File: src/aprPkg.sv
`default_nettype none

package aprPkg;

  // Word and field types
  typedef logic [23:0] aprWord;
  typedef logic [7:0]  flagVec;
  typedef logic [2:0]  piLevel;
  typedef logic [3:0]  acAdr;
  typedef logic [2:0]  acBlock;
  typedef logic [2:0]  fmSel;

  localparam int NumFlags = 8;

  // CONO command word
  localparam int MaskLsb    = 0;
  localparam int SelClrBit  = 8;
  localparam int SelSetBit  = 9;
  localparam int SelDisBit  = 10;
  localparam int SelEnBit   = 11;
  localparam int LoadPiaBit = 12;
  localparam int PiaLsb     = 13;

  // CONI read word
  localparam int ConiFlagLsb = 0;
  localparam int ConiEnLsb   = 8;
  localparam int ConiPiaLsb  = 16;
  localparam int ConiIntBit  = 19;

  // DATAI read word, also the block-load layout
  localparam int DataiCurLsb  = 0;
  localparam int DataiPrevLsb = 3;
  localparam int DataiVmaLsb  = 6;

  // Flag positions
  localparam int FlagSbusErr    = 0;
  localparam int FlagNxmErr     = 1;
  localparam int FlagIoPfErr    = 2;
  localparam int FlagMbParErr   = 3;
  localparam int FlagCdirParErr = 4;
  localparam int FlagSadrParErr = 5;
  localparam int FlagPwrFail    = 6;
  localparam int FlagSweepDone  = 7;

  // Microcode fast-memory address select
  localparam fmSel FmAc          = 3'd0;
  localparam fmSel FmAcPlus1     = 3'd1;
  localparam fmSel FmXr          = 3'd2;
  localparam fmSel FmVma         = 3'd3;
  localparam fmSel FmAcPlus2     = 3'd4;
  localparam fmSel FmAcPlus3     = 3'd5;
  localparam fmSel FmAcPlusMagic = 3'd6;
  localparam fmSel FmMagic       = 3'd7;

endpackage

`default_nettype wire
File: src/aprTop.sv
`timescale 1ns/10ps
`default_nettype none

module aprTop (
  input  logic                             clk,
  input  logic                             rstN,
  input  logic                             conoApr,
  input  logic                             coniApr,
  input  logic                             dataiApr,
  input  logic                             loadAcBlocks,
  input  aprPkg::aprWord                   ebusData,
  input  logic [aprPkg::FlagSweepDone-1:0] errEvent,
  input  logic                             sweepBusy,
  input  aprPkg::acAdr                     ac,
  input  aprPkg::acAdr                     xr,
  input  aprPkg::acAdr                     vmaAdr,
  input  aprPkg::acAdr                     magic,
  input  aprPkg::acBlock                   magicBlock,
  input  aprPkg::fmSel                     fmAdrSel,
  input  logic                             xrPrevious,
  input  logic                             vmaPrevEn,
  input  logic                             loadVmaContext,
  output logic                             aprInt,
  output logic                             aprPiReq,
  output aprPkg::piLevel                   aprPia,
  output aprPkg::aprWord                   readData,
  output logic                             readValid,
  output aprPkg::acAdr                     fmAdr,
  output aprPkg::acBlock                   fmBlock
);

  aprPkg::flagVec setFlag;
  aprPkg::flagVec clrFlag;
  aprPkg::flagVec enFlag;
  aprPkg::flagVec disFlag;
  aprPkg::flagVec evt;
  aprPkg::flagVec flags;
  aprPkg::flagVec enables;
  logic           piaLoad;
  aprPkg::piLevel piaValue;
  aprPkg::acBlock currentBlock;
  aprPkg::acBlock prevBlock;
  aprPkg::acBlock vmaBlock;

  aprCmdDecode uDecode (
    .clk, .rstN, .conoApr, .ebusData, .errEvent, .sweepBusy,
    .setFlag, .clrFlag, .enFlag, .disFlag, .evt, .piaLoad, .piaValue
  );

  for (genvar i = 0; i < aprPkg::NumFlags; i++) begin : gFlag
    aprFlagCell uCell (
      .clk     (clk),
      .rstN    (rstN),
      .setFlag (setFlag[i]),
      .clrFlag (clrFlag[i]),
      .enFlag  (enFlag[i]),
      .disFlag (disFlag[i]),
      .evt     (evt[i]),
      .flag    (flags[i]),
      .intEn   (enables[i])
    );
  end

  aprStatusUnit uStatus (
    .clk, .rstN, .flags, .enables, .piaLoad, .piaValue, .coniApr, .dataiApr,
    .currentBlock, .prevBlock, .vmaBlock,
    .aprInt, .aprPiReq, .aprPia, .readData, .readValid
  );

  fmAdrSelect uFmAdr (
    .clk, .rstN, .ebusData, .loadAcBlocks, .loadVmaContext, .vmaPrevEn, .xrPrevious,
    .ac, .xr, .vmaAdr, .magic, .magicBlock, .fmAdrSel,
    .fmAdr, .fmBlock, .currentBlock, .prevBlock, .vmaBlock
  );

endmodule

`default_nettype wire

File: src/fmAdrSelect.sv
`timescale 1ns/10ps
`default_nettype none

module fmAdrSelect (
  input  logic           clk,
  input  logic           rstN,
  input  aprPkg::aprWord ebusData,
  input  logic           loadAcBlocks,
  input  logic           loadVmaContext,
  input  logic           vmaPrevEn,
  input  logic           xrPrevious,
  input  aprPkg::acAdr   ac,
  input  aprPkg::acAdr   xr,
  input  aprPkg::acAdr   vmaAdr,
  input  aprPkg::acAdr   magic,
  input  aprPkg::acBlock magicBlock,
  input  aprPkg::fmSel   fmAdrSel,
  output aprPkg::acAdr   fmAdr,
  output aprPkg::acBlock fmBlock,
  output aprPkg::acBlock currentBlock,
  output aprPkg::acBlock prevBlock,
  output aprPkg::acBlock vmaBlock
);

  aprPkg::acAdr   acPlus1;
  aprPkg::acAdr   acPlus2;
  aprPkg::acAdr   acPlus3;
  aprPkg::acAdr   acPlusMagic;
  aprPkg::acBlock xrBlock;

  always_ff @(posedge clk or negedge rstN) begin
    if (!rstN) begin
      currentBlock <= '0;
      prevBlock    <= '0;
    end else if (loadAcBlocks) begin
      currentBlock <= ebusData[aprPkg::DataiCurLsb +: $bits(aprPkg::acBlock)];
      prevBlock    <= ebusData[aprPkg::DataiPrevLsb +: $bits(aprPkg::acBlock)];
    end
  end

  always_ff @(posedge clk or negedge rstN) begin
    if (!rstN) begin
      vmaBlock <= '0;
    end else if (loadVmaContext) begin
      vmaBlock <= vmaPrevEn ? prevBlock : currentBlock;
    end
  end

  // AC arithmetic wraps within the 16-word block
  assign acPlus1     = ac + 4'd1;
  assign acPlus2     = ac + 4'd2;
  assign acPlus3     = ac + 4'd3;
  assign acPlusMagic = ac + magic;

  assign xrBlock = xrPrevious ? prevBlock : currentBlock;

  always_comb begin
    unique case (fmAdrSel)
      aprPkg::FmAc:          fmAdr = ac;
      aprPkg::FmAcPlus1:     fmAdr = acPlus1;
      aprPkg::FmXr:          fmAdr = xr;
      aprPkg::FmVma:         fmAdr = vmaAdr;
      aprPkg::FmAcPlus2:     fmAdr = acPlus2;
      aprPkg::FmAcPlus3:     fmAdr = acPlus3;
      aprPkg::FmAcPlusMagic: fmAdr = acPlusMagic;
      aprPkg::FmMagic:       fmAdr = magic;
    endcase
  end

  always_comb begin
    case (fmAdrSel)
      aprPkg::FmXr:    fmBlock = xrBlock;
      aprPkg::FmVma:   fmBlock = vmaBlock;
      aprPkg::FmMagic: fmBlock = magicBlock;
      default:         fmBlock = currentBlock;
    endcase
  end

endmodule

`default_nettype wire

File: src/aprStatusUnit.sv
`timescale 1ns/10ps
`default_nettype none

module aprStatusUnit (
  input  logic           clk,
  input  logic           rstN,
  input  aprPkg::flagVec flags,
  input  aprPkg::flagVec enables,
  input  logic           piaLoad,
  input  aprPkg::piLevel piaValue,
  input  logic           coniApr,
  input  logic           dataiApr,
  input  aprPkg::acBlock currentBlock,
  input  aprPkg::acBlock prevBlock,
  input  aprPkg::acBlock vmaBlock,
  output logic           aprInt,
  output logic           aprPiReq,
  output aprPkg::piLevel aprPia,
  output aprPkg::aprWord readData,
  output logic           readValid
);

  aprPkg::aprWord coniWord;
  aprPkg::aprWord dataiWord;

  always_ff @(posedge clk or negedge rstN) begin
    if (!rstN) begin
      aprPia <= '0;
    end else if (piaLoad) begin
      aprPia <= piaValue;
    end
  end

  assign aprInt = |(flags & enables);

  // PI level 0 means no interrupt channel
  assign aprPiReq = aprInt & (aprPia != '0);

  always_comb begin
    coniWord = '0;
    coniWord[aprPkg::ConiFlagLsb +: aprPkg::NumFlags] = flags;
    coniWord[aprPkg::ConiEnLsb +: aprPkg::NumFlags] = enables;
    coniWord[aprPkg::ConiPiaLsb +: $bits(aprPkg::piLevel)] = aprPia;
    coniWord[aprPkg::ConiIntBit] = aprInt;
  end

  always_comb begin
    dataiWord = '0;
    dataiWord[aprPkg::DataiCurLsb +: $bits(aprPkg::acBlock)] = currentBlock;
    dataiWord[aprPkg::DataiPrevLsb +: $bits(aprPkg::acBlock)] = prevBlock;
    dataiWord[aprPkg::DataiVmaLsb +: $bits(aprPkg::acBlock)] = vmaBlock;
  end

  always_ff @(posedge clk or negedge rstN) begin
    if (!rstN) begin
      readValid <= 1'b0;
    end else begin
      readValid <= coniApr | dataiApr;
    end
  end

  // CONI first when both strobes arrive
  always_ff @(posedge clk) begin
    if (coniApr) begin
      readData <= coniWord;
    end else if (dataiApr) begin
      readData <= dataiWord;
    end
  end

endmodule

`default_nettype wire

File: src/aprFlagCell.sv
`timescale 1ns/10ps
`default_nettype none

module aprFlagCell (
  input  logic clk,
  input  logic rstN,
  input  logic setFlag,
  input  logic clrFlag,
  input  logic enFlag,
  input  logic disFlag,
  input  logic evt,
  output logic flag,
  output logic intEn
);

  // Event wins over a clear in the same cycle
  always_ff @(posedge clk or negedge rstN) begin
    if (!rstN) begin
      flag <= 1'b0;
    end else if (evt || setFlag) begin
      flag <= 1'b1;
    end else if (clrFlag) begin
      flag <= 1'b0;
    end
  end

  // Enable wins over disable
  always_ff @(posedge clk or negedge rstN) begin
    if (!rstN) begin
      intEn <= 1'b0;
    end else if (enFlag) begin
      intEn <= 1'b1;
    end else if (disFlag) begin
      intEn <= 1'b0;
    end
  end

endmodule

`default_nettype wire

File: src/aprCmdDecode.sv
`timescale 1ns/10ps
`default_nettype none

module aprCmdDecode (
  input  logic                                 clk,
  input  logic                                 rstN,
  input  logic                                 conoApr,
  input  aprPkg::aprWord                       ebusData,
  input  logic [aprPkg::FlagSweepDone-1:0]     errEvent,
  input  logic                                 sweepBusy,
  output aprPkg::flagVec                       setFlag,
  output aprPkg::flagVec                       clrFlag,
  output aprPkg::flagVec                       enFlag,
  output aprPkg::flagVec                       disFlag,
  output aprPkg::flagVec                       evt,
  output logic                                 piaLoad,
  output aprPkg::piLevel                       piaValue
);

  aprPkg::flagVec mask;
  aprPkg::flagVec evtNext;
  logic           sweepPrev;
  logic           sweepFall;
  logic           selSet;
  logic           selClr;
  logic           selEn;
  logic           selDis;

  assign mask   = ebusData[aprPkg::MaskLsb +: aprPkg::NumFlags];
  assign selSet = conoApr & ebusData[aprPkg::SelSetBit];
  assign selClr = conoApr & ebusData[aprPkg::SelClrBit];
  assign selEn  = conoApr & ebusData[aprPkg::SelEnBit];
  assign selDis = conoApr & ebusData[aprPkg::SelDisBit];

  // Sweep done is the end of a busy period
  assign sweepFall = sweepPrev & ~sweepBusy;

  always_comb begin
    evtNext[aprPkg::FlagSbusErr]    = errEvent[aprPkg::FlagSbusErr];
    evtNext[aprPkg::FlagNxmErr]     = errEvent[aprPkg::FlagNxmErr];
    evtNext[aprPkg::FlagIoPfErr]    = errEvent[aprPkg::FlagIoPfErr];
    evtNext[aprPkg::FlagMbParErr]   = errEvent[aprPkg::FlagMbParErr];
    evtNext[aprPkg::FlagCdirParErr] = errEvent[aprPkg::FlagCdirParErr];
    evtNext[aprPkg::FlagSadrParErr] = errEvent[aprPkg::FlagSadrParErr];
    evtNext[aprPkg::FlagPwrFail]    = errEvent[aprPkg::FlagPwrFail];
    evtNext[aprPkg::FlagSweepDone]  = sweepFall;
  end

  always_ff @(posedge clk or negedge rstN) begin
    if (!rstN) begin
      setFlag   <= '0;
      clrFlag   <= '0;
      enFlag    <= '0;
      disFlag   <= '0;
      evt       <= '0;
      piaLoad   <= 1'b0;
      sweepPrev <= 1'b0;
    end else begin
      // Strobes last one cycle, only after a CONO
      setFlag   <= {aprPkg::NumFlags{selSet}} & mask;
      clrFlag   <= {aprPkg::NumFlags{selClr}} & mask;
      enFlag    <= {aprPkg::NumFlags{selEn}} & mask;
      disFlag   <= {aprPkg::NumFlags{selDis}} & mask;
      evt       <= evtNext;
      piaLoad   <= conoApr & ebusData[aprPkg::LoadPiaBit];
      sweepPrev <= sweepBusy;
    end
  end

  // Qualified by piaLoad downstream
  always_ff @(posedge clk) begin
    if (conoApr) begin
      piaValue <= ebusData[aprPkg::PiaLsb +: $bits(aprPkg::piLevel)];
    end
  end

endmodule

`default_nettype wire

File: config.mk
export PLATFORM = sky130hd
export DESIGN_NAME = aprTop
export DESIGN_NICKNAME = d
export VERILOG_FILES = /design/src/aprPkg.sv /design/src/aprTop.sv /design/src/fmAdrSelect.sv /design/src/aprStatusUnit.sv /design/src/aprFlagCell.sv /design/src/aprCmdDecode.sv
export SDC_FILE = /design/constraint.sdc
export NUM_CORES = 1
export LEC_CHECK = 0
export BUFFER_PORTS_ARGS = -buffer_cell sky130_fd_sc_hd__buf_2
export CORE_MARGIN = 8
export CORE_UTILIZATION = 29
export CTS_CLUSTER_SIZE = 40
export DETAILED_ROUTE_END_ITERATION = 16
export PLACE_DENSITY = 0.46
export RECOVER_POWER = 25
export SLEW_MARGIN = 20
export SYNTH_ARGS = -nofsm -noshare
export SYNTH_HDL_FRONTEND = slang
export SYNTH_SLANG_ARGS = --single-unit
File: constraint.sdc
create_clock -name clk -period 5.4 [get_ports clk]
set_input_delay 0 -clock clk [delete_from_list [all_inputs] [get_ports clk]]
set_output_delay 0 -clock clk [all_outputs]
set_load 0.01 [all_outputs]
Yosys cells after proc, flatten, opt, wreduce, memory -nomap -nowiden
Cells that the tools add are included.

Word-level logic and storage cells: 121. Register bits after elaboration: 94. Input bits: 63.

Add/subtract/negate cells: 4. Mux-type cells: 38. Bitwise logic cells: 14. Reduce and logical (&&, ||, !) cells: 28. Equality and inequality tests: 7.

Operators by type and width (count): bitwise AND 8 bit (5); 2-to-1 mux 20 bit (2); nonzero test 2 bit (17); 2-to-1 mux 1 bit (32); one-hot mux 4 bit (8 select lines) (1); equality test 3 bit, second input constant (4); one-hot mux 3 bit (3 select lines) (1); adder 4 x 2 -> 4 bit, second input constant (2); logical OR 1 bit (8); OR reduction 8 bit (1); bitwise AND 1 bit (7); equality test 3 x 2 -> 1 bit, second input constant (2); 2-to-1 mux 3 bit (2); adder 4 x 1 -> 4 bit, second input constant (1); adder 4 bit (1); equality test 3 x 1 -> 1 bit, second input constant (1); zero test 3 bit (1); nonzero test 3 bit (1); NOT 1 bit (1); OR 1 bit (1).

Longest topological paths before layout
Gate-level depths: netlist (run 1).

Depth in word-level cells: 3. Gate-level depth with buffers: 9. Gate-level depth less buffers: 9.

Hierarchy
Synthesis (run 1) repeated with hierarchy kept, for this count alone.

Cells, all modules: 303. Area, all modules: 3907.5 um^2.

Modules (own cells, without submodules): aprCmdDecode (seq. area each 1141.1 um^2, area each 1385.1 um^2, times used 1, cells an instance 82); aprStatusUnit (seq. area each 700.7 um^2, area each 1044.8 um^2, times used 1, cells an instance 61); fmAdrSelect (seq. area each 225.2 um^2, area each 887.1 um^2, times used 1, cells an instance 104); aprFlagCell (seq. area each 50.0 um^2, area each 73.8 um^2, times used 8, cells an instance 7).

Least setup slack after synthesis (run 1)
OpenSTA, ideal clock, no wires.

Path kind: input to output. Start point: input fmAdrSel[1]. End point: output fmAdr[2]. Stages on the path: 9. Arrival time: 1.752 ns. Required time: 5.400 ns. Path slack: 3.648 ns. Path through: nor2b_1 -> nand2_1 -> or2_2 -> ha_1 -> fa_1 -> xor2_1 -> nand2_1 -> a211oi_1 -> o31a_1.

Longest elaborated chain between the ends: 2. Elaborated cells on any way between the ends: 9. Those cells by class: 7 x eq/ne; 1 x mux; 1 x reduce/logical.

RTL lines: start: declaration (line aprTop.sv:19) `input aprPkg::fmSel fmAdrSel,`; equality test 3 bit, or another cell as far along (line fmAdrSelect.sv:58) `unique case (fmAdrSel)`; one-hot mux 4 bit (8 select lines) * (line fmAdrSelect.sv:58); end: declaration (line aprTop.sv:28) `output aprPkg::acAdr fmAdr,`.

Every way passes the cells marked *; elsewhere a longest branch is shown, timed or not.

Worst setup path in the final report (run 1)
Same ends and word-level chain as after synthesis.

==> flow_summary.yaml, run 1 <==
drt:
  num_vias: 2562
  drtAntennaViolNets: 0
  routed_wl_mm: 8.96
  wl_per_cell_um: 15.2
  routed_via_density: 4.34
  drtIter0Drc: 129
  dr.pass1.iters: 4
  drc_errors: 0
finish:
  num_antenna_cells: 0
  drive_gt1_share_pct: 30.0
  area_growth_syn_to_layout_pct: 28.4
  fin_cells: 590
  fin_nets: 478
  multi_input_area_um2: 1230
  mostFrequentLayoutCells: "buf_2, dfrtp_1, and3_1"
  final_common_cell: "buf_2"
  nFillCells: 1294
  ff_latch_area_um2: 2470
synthesis:
  syn_area_um2: 3840
  ys_warn_count: 0
  syn_avg_cell_area_um2: 12.8
  yosysTopAreaCellShare_pct: 46.2
  synth_ff_type: "dfrtp_1"
  ys_async_sr_fraction_pct: 75.5
  yosysTopAreaCell: "dfrtp_1"
  syn_inst: 301
  synth-edff-count: 23
  yosys_register_bits: 94
  synth_area_leaders: "dfrtp_1, edfxtp_1, mux2_2"
  synth.yosys.seq_area_share_pct: 64.2
  synthDistinctLibCells: 39
pwr:
  p_per_area_nw_per_um2: 328
  vdd_ir_drop_max_uv: 139
  power_leakage_nw: 2.38
critical_path:
  cp_slowest_cell: "fa_1"
  crit_path_start_kind: "input port"
  crit_required_ns: 5.40
  slowest_delay_ns: 0.38
  critical_path.max_fanout: 21
  endpoint_kind: "primary output"
  arrival_ns: 2.43
  path_class: "in -> out"
  cp_cell_sequence: "buf_2, nor2b_1, nand2_1, or2_2, ha_1, fa_1, xor2_1, nand2_1, a211oi_1, o31a_1, buf_2"
sta:
  relSlewSlack_pct: 19.5
  hold_viol: 0
  tightest_slew_ns: 1.21
  maxSlewViolCount: 0
  setup_viol: 0
  rsz0062_at_grt: "no"
  finClkSkew_ns: 0.00715
  finalCritPeriodShare_pct: 45.0
  tns_ns: 0
  fin_crit_ns: 2.43
  max_freq_mhz: 412
status:
  status: "finished clean"
clocking:
  htree_levels: 3
  cts_buffer_depth: 2
  cts_tree: "yes"
  root_buffer: "clkbuf_16"
  cts_resized: 0
  cts.sinks: 94
  worstSkewPairLatency_ns: 0.33
  cts_buffers: 9
  clk_pin_slew_worst_paths_ns: 0.06
floorplan:
  pin_count: 100
  initial_core_util_pct: 29.4
  chipWidth_um: 131
  core_um2: 13100
  die_h_um: 131
  die-area_um2: 17200
  rows: 42
placement:
  hpwl_mm: 6.52
  port_buffers: 87
  gp_congestion: 0.744
  dp.cells: 553
global_routing:
  grt_max_degree: 72
  grt_pass1_vias: 2839
  grt_overflow_total: 0
  grt_pass1_wl_mm: 14.9
  grtUsageTotal_pct: 10.8
  antenna_found_initial: 0
hold_path:
  hold_class: "in -> reg"
flow_run:
  max_cap_viol_count: 0
-- synth_stat cells (2+ instances only) --
master and count:
nor3b_1 2, or2_2 2, a21oi_1 8, nor2b_1 4, o22ai_1 4, o21ai_0 14, and3_1 33, a22oi_1 4
ha_1 4, mux2_2 20, and2_1 12, dfrtp_1 71, edfxtp_1 23, buf_2 4, o211ai_1 3, a21o_1 8
clkbuf_1 5, nand2_1 10, buf_4 5, inv_1 18, mux2i_1 11, nor2_1 16, o31a_1 2, nand3_1 2
xor2_1 2
-- where the power goes --
part	internal [mW]	switching (mW)	total, mW	leakage [nW]
combinational	0.0998	0.104	0.203	1.14
sequential	0.789	0.0344	0.824	1.10
clock	0.346	0.242	0.589	0.144
-- repair_timing --
| action | CTS | global route |
|---|---|---|
| hold endpoints to repair | 114 | 0 |
| hold buffers | 22 | 0 |
| setup buffers | 0 | 0 |
-- final timing paths --
check / from / to / slack [ns] / cells after the start
worst min-delay path: ebusData[3] / uFmAdr.prevBlock[0]$_DFFE_PN0P_ / 0.009 / 2
worst max-delay path: fmAdrSel[1] / fmAdr[2] / 2.97 / 11
worst min register to register: uDecode.clrFlag[7]$_DFF_PN0_ / gFlag[7].uCell.flag$_DFFE_PN0P_ / 0.41 / 1
max in group asynchronous: rstN / uFmAdr.vmaBlock[1]$_DFFE_PN0P_ / 4.39 / 3
min in group asynchronous: rstN / uDecode.evt[7]$_DFF_PN0_ / 0.40 / 3
worst max register to register: gFlag[2].uCell.flag$_DFFE_PN0P_ / uStatus.readData[19]$_SDFFCE_PN0P_ / 4.10 / 3
-- cell families (layout without fill, tap and decap cells) --
kind of cell,after synthesis,after routing,synth area share [%]
AO/OA/AOI/OAI,49,49,8.21
XOR/XNOR,3,3,0.684
adder cells (fa/ha/maj),5,5,1.82
buffers and inverters,33,143,4.04
flip-flops,94,94,64.2
multiplexers,31,31,8.73
other,1,4,0.0976
AND/OR/NAND/NOR,85,85,12.2
-- metal layers --
metal	vias up	global-route usage, %	part of all wire, %
met3	12	2.71	4.0
met2	62	16.7	47
met4	0	4.84	1.8
met5	-	0	0
li1	1263	-	-
met1	1225	14.0	48
-- sequential cells by signal, summed over array words and instances (netlist names), 3 cells and up --
| name | cells |
|---|---|
| uFmAdr.currentBlock | 3 |
| uStatus.aprPia | 3 |
| uDecode.enFlag | 8 |
| gFlag.uCell.flag | 8 |
| uStatus.readData | 20 |
| uFmAdr.prevBlock | 3 |
| uDecode.clrFlag | 8 |
| uDecode.setFlag | 8 |
| uFmAdr.vmaBlock | 3 |
| uDecode.evt | 8 |
| gFlag.uCell.intEn | 8 |
| uDecode.disFlag | 8 |
| uDecode.piaValue | 3 |
-- worst max-delay path, delay by kind of cell --
kind / cells / cell delay [ns]
and+or+nand+nor: 4 / 0.82
xor gates and xnor gates: 1 / 0.18
buffers and inverters: 2 / 0.44
adders and majority gates: 2 / 0.60
AOI/OAI and AO/OA: 2 / 0.40
-- metrics by stage --
stage	area, um2	setup WS, ns	hold WS [ns]	utilization, %	total power [mW]
after floorplan	3850	3.65	-0.296	-	0.936
after global placement	4430	2.99	0.110	33.8	1.03
after detailed placement	4430	2.99	0.109	33.8	1.03
after CTS	4930	2.98	0.00619	37.7	1.64
after global routing	4930	2.69	0.00868	37.7	1.69
final	4930	2.97	0.00894	37.7	1.62
-- final cells by class --
| class | instances | area share, % |
|---|---|---|
| flip-flops and latches | 94 | 50.0 |
| multi-input cells | 177 | 25.0 |
| repair buffers | 110 | 13.4 |
| clock buffers | 12 | 5.40 |
| well taps | 176 | 4.46 |
| inverters | 18 | 1.37 |
| clock inverters | 3 | 0.381 |
(Power assumes the default switching activity.)
==> run 2: changes to the inputs <==
clock period = 2.4 ns   (was 5.4 ns; I/O delays follow)
==> run 2 against run 1 <==
Net effect:
- cell area up 2.4%
- clock power increased to 2.8 times the previous value
- utilization is 0.90 points higher
- critical path depth is the same
- routed wire length is 0.66% lower
- register-to-register slack worse by 3.0 ns
- die area did not move
- sequential share of layout area fell by 1.2 points
- largest cell class unchanged
- clock skew grew 0.00090 ns
- via count rose by 0.27%
==> flow_summary.yaml, run 2 (same netlist as run 1, synthesis figures left out) <==
pwr:
  p_per_area_nw_per_um2: 782
  fin_total_pwr_mw: 3.95
  power_leakage_nw: 2.43
  vdd_ir_drop_max_uv: 329
sta:
  tns_ns: 0
  hold_ws_ns: 0.0189
  relSlewSlack_pct: 16.4
  finalCritPeriodShare_pct: 88.2
  max_freq_mhz: 472
  hold_viol: 0
  setup_viol: 0
  setup_ws_ns: 0.283
  rsz0062_at_grt: "no"
  finClkSkew_ns: 0.00805
  maxSlewViolCount: 0
  tightest_slew_ns: 1.25
  fin_crit_ns: 2.12
placement:
  port_buffers: 87
  dpl_worst_slack_ns: 0.262
  hpwl_mm: 6.59
  gp_congestion: 0.750
  dp.cells: 556
  post_dp_cell_area_um2: 4460
drt:
  routed_via_density: 4.32
  drc_errors: 0
  wl_per_cell_um: 15.0
  num_vias: 2569
  drtAntennaViolNets: 0
  drtIter0Drc: 120
  routed_wl_mm: 8.90
  dr.pass1.iters: 4
critical_path:
  crit_required_ns: 2.40
  arrival_ns: 2.12
  worst_r2r_startpoint: "gFlag[5].uCell.flag$_DFFE_PN0P_"
  r2r-end: "uStatus.readData[19]$_SDFFCE_PN0P_"
  critical_path.max_fanout: 4
  crit_path_start_kind: "input port"
  regToRegSetupSlack_ns: 1.12
  path_class: "in -> out"
  ff2ff_path_depth: 3
  endpoint_kind: "primary output"
status:
  status: "finished clean"
global_routing:
  grt_pass1_wl_mm: 14.9
  grtUsageTotal_pct: 10.7
  grt_overflow_total: 0
  grt_pass1_vias: 2816
  grt_max_degree: 42
  antenna_found_initial: 0
clocking:
  post_cts_buffers: 0
  cts_buffer_depth: 2
  cts_tree: "yes"
  htree_levels: 3
  cts_buffers: 9
  cts.sinks: 94
  worstSkewPairLatency_ns: 0.34
  clk_pin_slew_worst_paths_ns: 0.07
  root_buffer: "clkbuf_16"
floorplan:
  die-area_um2: 17200
  core_um2: 13100
  rows: 42
  pin_count: 100
  chipWidth_um: 131
  initial_core_util_pct: 29.4
  die_h_um: 131
finish:
  utilization_pct: 38.6
  fin_nets: 482
  finish.instance_area_um2: 5050
  area_growth_syn_to_layout_pct: 31.4
  nFillCells: 1279
  drive_gt1_share_pct: 30.5
  fin_cells: 595
  largest_reg_flops: 20
  num_antenna_cells: 0
  final_common_cell: "buf_2"
  regMostFlops: "uStatus.readData"
  mostFrequentLayoutCells: "buf_2, dfrtp_1, and3_1"
flow_run:
  max_cap_viol_count: 0
hold_path:
  hold_class: "in -> reg"
  holdPathEnd: "uDecode.clrFlag[1]$_DFF_PN0_"
  min_from: "ebusData[8]"
  holdPathStages: 2
[run 2: routing by layer]
| metal | vias to the layer above | track usage (%) | wire length (um) |
|---|---|---|---|
| met5 | - | 0 | 0 |
| met4 | 0 | 4.00 | 129 |
| met2 | 59 | 16.5 | 4140 |
| met3 | 11 | 2.59 | 312 |
| li1 | 1272 | - | - |
| met1 | 1227 | 14.2 | 4320 |
[run 2: how the worst max path moves through the flow]
| stage | from | end | slack (ns) | cells after the start |
|---|---|---|---|---|
| 6_report | fmAdrSel[1] | fmAdr[2] | 0.28 | 11 |
| 4_1_cts | fmAdrSel[1] | fmAdr[2] | 0.24 | 11 |
| 2_1_floorplan | fmAdrSel[1] | fmAdr[2] | 0.65 | 9 |
| 5_1_grt | fmAdrSel[0] | fmAdr[2] | 0.04 | 11 |
| 3_3_place_gp | fmAdrSel[1] | fmAdr[2] | 0.31 | 11 |
| 3_5_place_dp | fmAdrSel[0] | fmAdr[2] | 0.26 | 11 |
[run 2: critical path, stage by stage]
cell      delay [ns]
buf_2           0.09
nor2b_1         0.24
nand2_1         0.11
or2_2           0.28
ha_1            0.22
fa_1            0.38
xor2_1          0.19
nand2_1         0.07
a211oi_1        0.24
o31a_1          0.17
buf_2           0.13
[run 2: area by class of cell]
class | count | area [um2] | share of cell area, %
Clock inverter | 5 | 82.6 | 1.64
Timing Repair Buffer | 114 | 706 | 14.0
Sequential cell | 94 | 2470 | 48.9
Tap cell | 176 | 220 | 4.36
Inverter | 18 | 67.6 | 1.34
Multi-Input combinational cell | 177 | 1230 | 24.4
Clock buffer | 11 | 275 | 5.45
[run 2: report_power, final]
part / switching, mW / internal [mW] / total [mW]
combinational: 0.233 / 0.231 / 0.465
sequential: 0.0756 / 1.77 / 1.85
clock: 0.593 / 1.04 / 1.64
total: 0.902 / 3.05 / 3.95
[run 2: timing repair]
item,in CTS,in global routing
hold buffers,23,0
hold endpoints to repair,79,0
gates resized for setup,0,0
==> run 3: changes to the inputs <==
CAP_MARGIN = 20   (was not set)
RECOVER_POWER = not set   (was 25)
==> run 3 against run 2 <==
Net effect:
- setup slack unchanged
- highest routed layer unchanged
- global-route usage unchanged
- flip-flop and latch count unchanged
- register-to-register slack barely moved
- largest cell class unchanged
- fmax unchanged
- critical path type unchanged
- first-iteration DRC count stayed put
- die area did not move
- combinational power hardly changed
- critical path depth did not move
- clock skew unchanged
- count of clock-buffer cells in the layout unchanged
==> flow_summary.yaml, run 3 (same netlist as run 1, synthesis figures left out) <==
drt:
  wl_per_cell_um: 15.0
  drtAntennaViolNets: 0
  routed_wl_mm: 8.90
  dr.pass1.iters: 4
  num_vias: 2569
  drtIter0Drc: 120
  drc_errors: 0
  routed_via_density: 4.32
critical_path:
  slowest_delay_ns: 0.38
  worstSetupEndpoint: "fmAdr[2]"
  crit_required_ns: 2.40
  cp_cell_sequence: "buf_2, nor2b_1, nand2_1, or2_2, ha_1, fa_1, xor2_1, nand2_1, a211oi_1, o31a_1, buf_2"
  endpoint_kind: "primary output"
  worst_r2r_startpoint: "gFlag[5].uCell.flag$_DFFE_PN0P_"
  crit_path_start_kind: "input port"
  r2r-end: "uStatus.readData[19]$_SDFFCE_PN0P_"
  critical_path.max_fanout: 4
  path_class: "in -> out"
  ff2ff_path_depth: 3
  arrival_ns: 2.12
  cp_slowest_cell: "fa_1"
  crit_path_start: "fmAdrSel[1]"
  regToRegSetupSlack_ns: 1.12
sta:
  max_freq_mhz: 472
  tightest_slew_ns: 0.705
  maxSlewViolCount: 0
  setup_ws_ns: 0.283
  rsz0062_at_grt: "no"
  tns_ns: 0
  relSlewSlack_pct: 53.0
  finClkSkew_ns: 0.00805
  hold_viol: 0
  finalCritPeriodShare_pct: 88.2
  setup_viol: 0
  fin_crit_ns: 2.12
finish:
  area_growth_syn_to_layout_pct: 31.5
  num_antenna_cells: 0
  mostFrequentLayoutCells: "buf_2, dfrtp_1, and3_1"
  drive_gt1_share_pct: 31.0
  nFillCells: 1278
  regMostFlops: "uStatus.readData"
  final_common_cell: "buf_2"
  largest_reg_flops: 20
  fin_nets: 482
clocking:
  root_buffer: "clkbuf_16"
  clk_pin_slew_worst_paths_ns: 0.07
  htree_levels: 3
  cts_buffers: 9
  hold_buffers: 23
  cts_tree: "yes"
  post_cts_buffers: 0
  cts_buffer_depth: 2
  worstSkewPairLatency_ns: 0.34
  cts_resized: 0
  cts.sinks: 94
placement:
  gp_congestion: 0.750
  hpwl_mm: 6.59
  port_buffers: 87
  dpl_worst_slack_ns: 0.262
flow_run:
  max_cap_viol_count: 0
floorplan:
  rows: 42
  pin_count: 100
  initial_core_util_pct: 29.4
  die_h_um: 131
  chipWidth_um: 131
  core_um2: 13100
  die-area_um2: 17200
hold_path:
  hold_class: "in -> reg"
pwr:
  p_per_area_nw_per_um2: 782
  vdd_ir_drop_max_uv: 329
  power_leakage_nw: 2.44
global_routing:
  grtUsageTotal_pct: 10.7
  grt_max_degree: 42
  grt_pass1_vias: 2816
  grt_overflow_total: 0
  antenna_found_initial: 0
  grt_pass1_wl_mm: 14.9
status:
  status: "finished clean"
## run 3: cell types whose count changed in the layout (fill, tap and decap cells not counted), sizes merged
cell / previous run / this run
buf: 90 / 91
clkbuf: 12 / 11
## run 3: area by class of cell
| cell class | instances | area, um2 | share of cell area, % |
|---|---|---|---|
| sequential | 94 | 2470 | 48.8 |
| multi-input combinational | 177 | 1230 | 24.4 |
| timing repair buffer | 114 | 708 | 14.0 |
| clock buffer | 11 | 275 | 5.45 |
| tap | 176 | 220 | 4.36 |
| clock inverter | 5 | 82.6 | 1.63 |
| inverter | 18 | 67.6 | 1.34 |
## run 3: report_power, final
group / total (mW) / switching [mW] / leakage, nW / internal [mW]
clock network: 1.64 / 0.593 / 0.173 / 1.04
registers: 1.85 / 0.0756 / 1.10 / 1.77
logic: 0.465 / 0.233 / 1.17 / 0.231
total: 3.95 / 0.902 / 2.44 / 3.05
## run 3: through the flow
step	util, %	std cells	hold WS (ns)	power, mW	instance area [um2]
finish	38.6	595	0.0189	3.95	5050
global route	38.6	595	0.0158	4.13	5050
CTS	38.6	595	0.00929	4.02	5050
detailed placement	34.1	556	0.0962	2.33	4460
global placement	34.1	556	0.0850	2.32	4460
floorplan	-	304	-0.296	2.11	3850
## run 3: worst min-delay path by stage
| stage | startpoint | endpoint | cells past startpoint |
|---|---|---|---|
| final | ebusData[8] | uDecode.clrFlag[1]$_DFF_PN0_ | 2 |
| after CTS | ebusData[8] | uDecode.clrFlag[1]$_DFF_PN0_ | 2 |
| after floorplan | rstN | gFlag[0].uCell.flag$_DFFE_PN0P_ | 0 |
| after global placement | rstN | uDecode.sweepPrev$_DFF_PN0_ | 1 |
| after global routing | ebusData[2] | uDecode.clrFlag[2]$_DFF_PN0_ | 2 |
| after detailed placement | rstN | uDecode.sweepPrev$_DFF_PN0_ | 1 |
## run 3: worst max-delay path: cells and delay by family
family,cells,cell delay (ns)
AND/OR/NAND/NOR,4,0.70
adder cells (fa/ha/maj),2,0.60
AO/OA/AOI/OAI,2,0.41
buffers and inverters,2,0.22
XOR/XNOR,1,0.19
## run 3: metal layers
metal | vias up | share of wire (%) | global-route usage, %
li1 | 1272 | - | -
met1 | 1227 | 49 | 14.2
met2 | 59 | 47 | 16.5
met3 | 11 | 3.5 | 2.59
met4 | 0 | 1.4 | 4.00
met5 | - | 0 | 0
